### config.mk
export PLATFORM = sky130hd
export DESIGN_NAME = line_arbiter_flat
export DESIGN_NICKNAME = d
export VERILOG_FILES = /design/src/verilog/fabric_pkg.sv /design/src/verilog/line_bus_if.sv /design/src/verilog/line_arbiter.sv /design/src/flat_wrapper.sv
export VERILOG_INCLUDE_DIRS = /design/src /design/src/verilog
export SDC_FILE = /design/constraint.sdc
export NUM_CORES = 1
export LEC_CHECK = 0
export BUFFER_PORTS_ARGS = -buffer_cell sky130_fd_sc_hd__buf_4
export CAP_MARGIN = 10
export CORE_AREA = 2 2 380 382
export CTS_BUF_LIST = sky130_fd_sc_hd__clkbuf_8
export DETAILED_ROUTE_END_ITERATION = 10
export DIE_AREA = 0 0 382 384
export GPL_TIMING_DRIVEN = 0
export SKIP_CTS_REPAIR_TIMING = 1
export SLEW_MARGIN = 20
export SYNTH_ARGS = -nofsm -noshare
export SYNTH_HDL_FRONTEND = slang
export SYNTH_SLANG_ARGS = --single-unit
### constraint.sdc
create_clock -name clk -period 2.5 [get_ports clk]
set_input_delay 0 -clock clk [delete_from_list [all_inputs] [get_ports clk]]
set_output_delay 0 -clock clk [all_outputs]
set_load 0.02 [all_outputs]
### src/verilog/fabric_cfg.svh
`ifndef FABRIC_CFG_SVH
`define FABRIC_CFG_SVH

// one cache line, four 32-bit words
`define FAB_LINE_W 128

// byte address as the core issues it
`define FAB_ADDR_W 64

// lines held by the on-chip line memory
`define FAB_MEM_LINES 64

// clock edges from acceptance to the ready pulse
`define FAB_MEM_LATENCY 3

// word width used by the reset fill pattern
`define FAB_WORD_W 32

`endif

### src/verilog/fabric_pkg.sv
`include "fabric_cfg.svh"

package fabric_pkg;

    // one full refill line
    typedef logic [`FAB_LINE_W-1:0] line_t;

    // byte address, line index sits just above the 16-byte offset
    typedef logic [`FAB_ADDR_W-1:0] addr_t;

    // bus ownership as the arbiter tracks it
    typedef enum logic [1:0] {
        GNT_IDLE   = 2'b00, // nobody owns mbus
        GNT_ICACHE = 2'b01, // instruction refill
        GNT_DCACHE = 2'b10  // data refill or writeback
    } grant_e;

endpackage

### src/verilog/line_bus_if.sv
`timescale 1ns/1ps

interface line_bus_if;

    import fabric_pkg::*;

    addr_t addr;  // byte address of the line
    logic  write; // 1 = store wdata, 0 = fetch
    logic  valid; // held until ready
    line_t wdata; // store data, only meaningful with write
    line_t rdata; // fetched line, good only while ready
    logic  ready; // single-cycle completion pulse

    // requester side
    modport client (
        output addr,
        output write,
        output valid,
        output wdata,
        input  rdata,
        input  ready
    );

    // arbiter facing a cache
    modport arb (
        input  addr,
        input  write,
        input  valid,
        input  wdata,
        output rdata,
        output ready
    );

    // memory side of the shared bus
    modport mem (
        input  addr,
        input  write,
        input  valid,
        input  wdata,
        output rdata,
        output ready
    );

endinterface

### src/verilog/line_arbiter.sv
`timescale 1ns/1ps

module line_arbiter (
    input  logic       clk,
    input  logic       rst,
    input  logic       i_acq_i, // icache wants the bus
    input  logic       d_acq_i, // dcache wants the bus
    line_bus_if.arb    ibus,
    line_bus_if.arb    dbus,
    line_bus_if.client mbus
);

    import fabric_pkg::*;

    grant_e gnt_q; // current owner
    grant_e gnt_d;

    logic i_own; // decoded grant
    logic d_own;

    // ownership register
    always_ff @(posedge clk) begin
        if (rst) begin
            gnt_q <= GNT_IDLE;
        end else begin
            gnt_q <= gnt_d;
        end
    end

    // dcache first from idle and the owner keeps it
    // until its acquire drops
    always_comb begin
        gnt_d = gnt_q;
        unique case (gnt_q)
            GNT_IDLE: begin
                if (d_acq_i) begin
                    gnt_d = GNT_DCACHE;
                end else if (i_acq_i) begin
                    gnt_d = GNT_ICACHE;
                end else begin
                    gnt_d = GNT_IDLE;
                end
            end
            GNT_DCACHE: begin
                gnt_d = d_acq_i ? GNT_DCACHE : GNT_IDLE; // release on low acquire
            end
            GNT_ICACHE: begin
                gnt_d = i_acq_i ? GNT_ICACHE : GNT_IDLE;
            end
            default: begin
                gnt_d = GNT_IDLE; // unused encoding
            end
        endcase
    end

    assign i_own = (gnt_q == GNT_ICACHE);
    assign d_own = (gnt_q == GNT_DCACHE);

    // owner's request fields onto mbus
    always_comb begin
        if (d_own) begin
            mbus.addr  = dbus.addr;
            mbus.write = dbus.write;
            mbus.valid = dbus.valid;
        end else if (i_own) begin
            mbus.addr  = ibus.addr;
            mbus.write = ibus.write; // tied low at top
            mbus.valid = ibus.valid;
        end else begin
            mbus.addr  = '0;
            mbus.write = 1'b0;
            mbus.valid = 1'b0; // idle bus never requests
        end
    end

    // only dcache ever stores
    assign mbus.wdata = dbus.wdata;

    // response side
    assign ibus.rdata = mbus.rdata; // broadcast since ready qualifies it
    assign dbus.rdata = mbus.rdata;
    assign ibus.ready = i_own & mbus.ready; // non-owner sees nothing
    assign dbus.ready = d_own & mbus.ready;

    // a completion goes to exactly one client
    a_one_ready : assert property (
        @(posedge clk) disable iff (rst)
        !(ibus.ready && dbus.ready)
    ) else $error("line_arbiter: both readies high");

    // no stray request on the shared bus without an owner
    a_idle_quiet : assert property (
        @(posedge clk) disable iff (rst)
        (gnt_q == GNT_IDLE) |-> !mbus.valid
    ) else $error("line_arbiter: mbus valid with no owner");

    // owner keeps the bus while its access is still in flight
    a_hold_grant : assert property (
        @(posedge clk) disable iff (rst)
        (gnt_q != GNT_IDLE && mbus.valid && !mbus.ready) |=> (gnt_q == $past(gnt_q))
    ) else $error("line_arbiter: grant lost mid-access");

endmodule

### src/flat_wrapper.sv
// flat-port wrapper written by rule: the top's interface ports become plain ports
module line_arbiter_flat import fabric_pkg::*;
  (clk, rst, i_acq_i, d_acq_i, ibus_addr, ibus_write, ibus_valid, ibus_wdata, ibus_rdata, ibus_ready, dbus_addr, dbus_write, dbus_valid, dbus_wdata, dbus_rdata, dbus_ready, mbus_addr, mbus_write, mbus_valid, mbus_wdata, mbus_rdata, mbus_ready);
  line_bus_if ibus_i ();
  line_bus_if dbus_i ();
  line_bus_if mbus_i ();
  input  logic clk;
  input  logic rst;
  input  logic i_acq_i;
  input  logic d_acq_i;
  input wire logic [$bits(ibus_i.addr)-1:0] ibus_addr;
  input wire logic [$bits(ibus_i.write)-1:0] ibus_write;
  input wire logic [$bits(ibus_i.valid)-1:0] ibus_valid;
  input wire logic [$bits(ibus_i.wdata)-1:0] ibus_wdata;
  output wire logic [$bits(ibus_i.rdata)-1:0] ibus_rdata;
  output wire logic [$bits(ibus_i.ready)-1:0] ibus_ready;
  input wire logic [$bits(dbus_i.addr)-1:0] dbus_addr;
  input wire logic [$bits(dbus_i.write)-1:0] dbus_write;
  input wire logic [$bits(dbus_i.valid)-1:0] dbus_valid;
  input wire logic [$bits(dbus_i.wdata)-1:0] dbus_wdata;
  output wire logic [$bits(dbus_i.rdata)-1:0] dbus_rdata;
  output wire logic [$bits(dbus_i.ready)-1:0] dbus_ready;
  output wire logic [$bits(mbus_i.addr)-1:0] mbus_addr;
  output wire logic [$bits(mbus_i.write)-1:0] mbus_write;
  output wire logic [$bits(mbus_i.valid)-1:0] mbus_valid;
  output wire logic [$bits(mbus_i.wdata)-1:0] mbus_wdata;
  input wire logic [$bits(mbus_i.rdata)-1:0] mbus_rdata;
  input wire logic [$bits(mbus_i.ready)-1:0] mbus_ready;
  assign ibus_i.addr = ibus_addr;
  assign ibus_i.write = ibus_write;
  assign ibus_i.valid = ibus_valid;
  assign ibus_i.wdata = ibus_wdata;
  assign ibus_rdata = ibus_i.rdata;
  assign ibus_ready = ibus_i.ready;
  assign dbus_i.addr = dbus_addr;
  assign dbus_i.write = dbus_write;
  assign dbus_i.valid = dbus_valid;
  assign dbus_i.wdata = dbus_wdata;
  assign dbus_rdata = dbus_i.rdata;
  assign dbus_ready = dbus_i.ready;
  assign mbus_addr = mbus_i.addr;
  assign mbus_write = mbus_i.write;
  assign mbus_valid = mbus_i.valid;
  assign mbus_wdata = mbus_i.wdata;
  assign mbus_i.rdata = mbus_rdata;
  assign mbus_i.ready = mbus_ready;
  line_arbiter u_core (.clk(clk), .rst(rst), .i_acq_i(i_acq_i), .d_acq_i(d_acq_i), .ibus(ibus_i), .dbus(dbus_i), .mbus(mbus_i));
endmodule
==> results.yml <==
floorplanning:
  fp.dieH_um: 384
  die_w_um: 382
  dieArea_um2: 147000
  initial_utilization: 0.0256
  num_rows: 139
  num_io_pins: 973
  core_um2: 143000
drt:
  drt-wirelength-per-cell_um: 28.5
  via_per_inst: 1.87
  drc_errors: 0
  drt_iter0_drc: 116
  drt-pass1-iter-count: 4
  num_vias: 5582
  wl_um: 85000
  ant_nets: 0
placed_design:
  gp_congestion: 0.894
  io_buffers: 588
  placed_cells: 2964
  dp_hpwl_um: 82500
sta:
  hold_viol_final: 2
  hold_slack_ns: -0.00654
  clock_skew_ns: 0.000713
  min_period_ns: 2.16
  tightestPinTransition_ns: 0.608
  fmax_mhz: 463
  rsz0062_at_grt: "no"
  period_share: 0.865
  finalMaxSlewViolations: 0
  setup-violations-final: 0
  max-slew-margin-rel: 0.595
clocking:
  clk_path_buf_depth: 2
  h-tree-depth: 1
  clockRootBuffer: "clkbuf_8"
  clk_pin_slew_ns: 0.03
  cts_tree: "yes"
  cts_buffers: 3
  cts.sinks: 2
  clk_latency_ns: 0.21
logic_synthesis:
  syn_nets: 994
  synth_warnings: 0
  synth_area_leader_cell: "buf_4"
  synth_area_um2: 3650
  syn-mean-instance-area_um2: 7.72
  synthTopCellsByArea: "buf_4 (79%), a22o_1 (16%), buf_6 (1.2%), dfxtp_1 (1.1%), buf_2 (0.96%)"
  ys_ff_latch: 2
  syn_inst: 473
  ys_seq_area_frac: 0.0110
  ys_types: 11
  synth_top_area_frac: 0.793
flow_run:
  max_cap_violations: 0
worst_setup_path:
  arrival_ns: 2.16
  cp.required_ns: 2.50
  path_max_fanout: 10
  startpoint_type: "register"
  worstSetupEndpointType: "output port"
  crit_type: "register to output port"
global_routing:
  use_met3: 0.0489
  grt_pass1_vias: 5155
  grt_start_max_net_pins: 11
  grt_pass1_wl_um: 94200
  grt_util_met1: 0.128
  track_usage: 0.109
  grt_use_met2: 0.188
  busiest_layer: "met2"
  antenna_found_initial: 95
  grt_overflow_total: 0
layout:
  instances_no_fill: 2981
  final_net_count: 1587
  final_common_cell: "buf_4"
  largest_register_ffs: 2
  top_regs: "u_core.gnt_q x2"
  drive_above_1_share: 0.930
  fillers: 16700
  area_growth_syn_to_layout_pct: 188
  mostFrequentLayoutCells: "buf_4 (974), a22o_1 (66), buf_2 (7)"
  top_register: "u_core.gnt_q"
power:
  ir_drop_mv: 0.214
  finalPower_mw: 2.38
  powerDensity_nw_per_um2: 226
  p_leak_nw: 5.06
worst_hold_path:
  hp-class: "primary input to register"
status:
  violations: "hold timing"
  outcome: "finished with violations"
==> critical path, cell delays in order (launching register included) <==
cell and delay (ns):
dfxtp_1 0.34, nor2b_4 0.41, clkbuf_1 0.52, a22o_1 0.41, buf_4 0.23
==> path summary, 6_finish.rpt <==
| kind | from | end | slack [ns] | cells after the start |
|---|---|---|---|---|
| setup / recovery | u_core.gnt_q[0] | mbus_addr[11] | 0.34 | 4 |
| hold / removal | rst | u_core.gnt_q[1] | -0.007 | 2 |
| hold reg to reg | u_core.gnt_q[1] | u_core.gnt_q[0] | 0.50 | 1 |
| setup reg to reg | u_core.gnt_q[0] | u_core.gnt_q[0] | 1.79 | 2 |
==> area by class of cell <==
cell class	count	area, µm²	share of cell area
repair buffers	588	4410	0.419
plain buffers	398	2980	0.283
well taps	1903	2380	0.226
multi-input cells	73	636	0.0604
clock buffers	3	41.3	0.00392
flip-flops and latches	2	40.0	0.00380
diodes	14	35.0	0.00333
==> routing by layer <==
metal | vias up | wire length (µm)
met5 | - | 504
met4 | 78 | 1090
met3 | 108 | 9270
met2 | 541 | 40700
met1 | 2499 | 33400
li1 | 2356 | -
==> kinds of logic (layout without fill, tap and decap cells) <==
group           Yosys count  in the layout  synth area share
buf+inv                 398            989             0.816
compound gates           66             66             0.158
simple gates              7              7            0.0144
flops                     2              2            0.0110
other cells               0             14                 0
==> through the flow <==
stage / util / setup TNS [ns] / cell area, µm² / setup slack [ns]
3_5_place_dp: 0.0732 / 0 / 10400 / 0.217
4_1_cts: 0.0735 / -0.0256 / 10500 / -0.0173
6_report: 0.0737 / 0 / 10500 / 0.338
2_1_floorplan: - / 0 / 3650 / 1.43
3_3_place_gp: 0.0732 / 0 / 10400 / 0.222
5_1_grt: 0.0736 / 0 / 10500 / 0.247
==> report_power, final <==
| part | switching (mW) | internal, mW |
|---|---|---|
| clock network | 0.0251 | 0.102 |
| logic | 1.17 | 1.05 |
| registers | 0.00166 | 0.0339 |
| total | 1.19 | 1.18 |
==> cell usage after synthesis <==
cell type / n
buf_4: 386
a22o_1: 66
buf_2: 7
buf_6: 4
and2_1: 2
dfxtp_1: 2
nor2b_1: 2
and2b_4: 1
clkbuf_1: 1
nor2b_2: 1
nor4b_1: 1
Note: power is estimated with default switching activity, not from simulation.
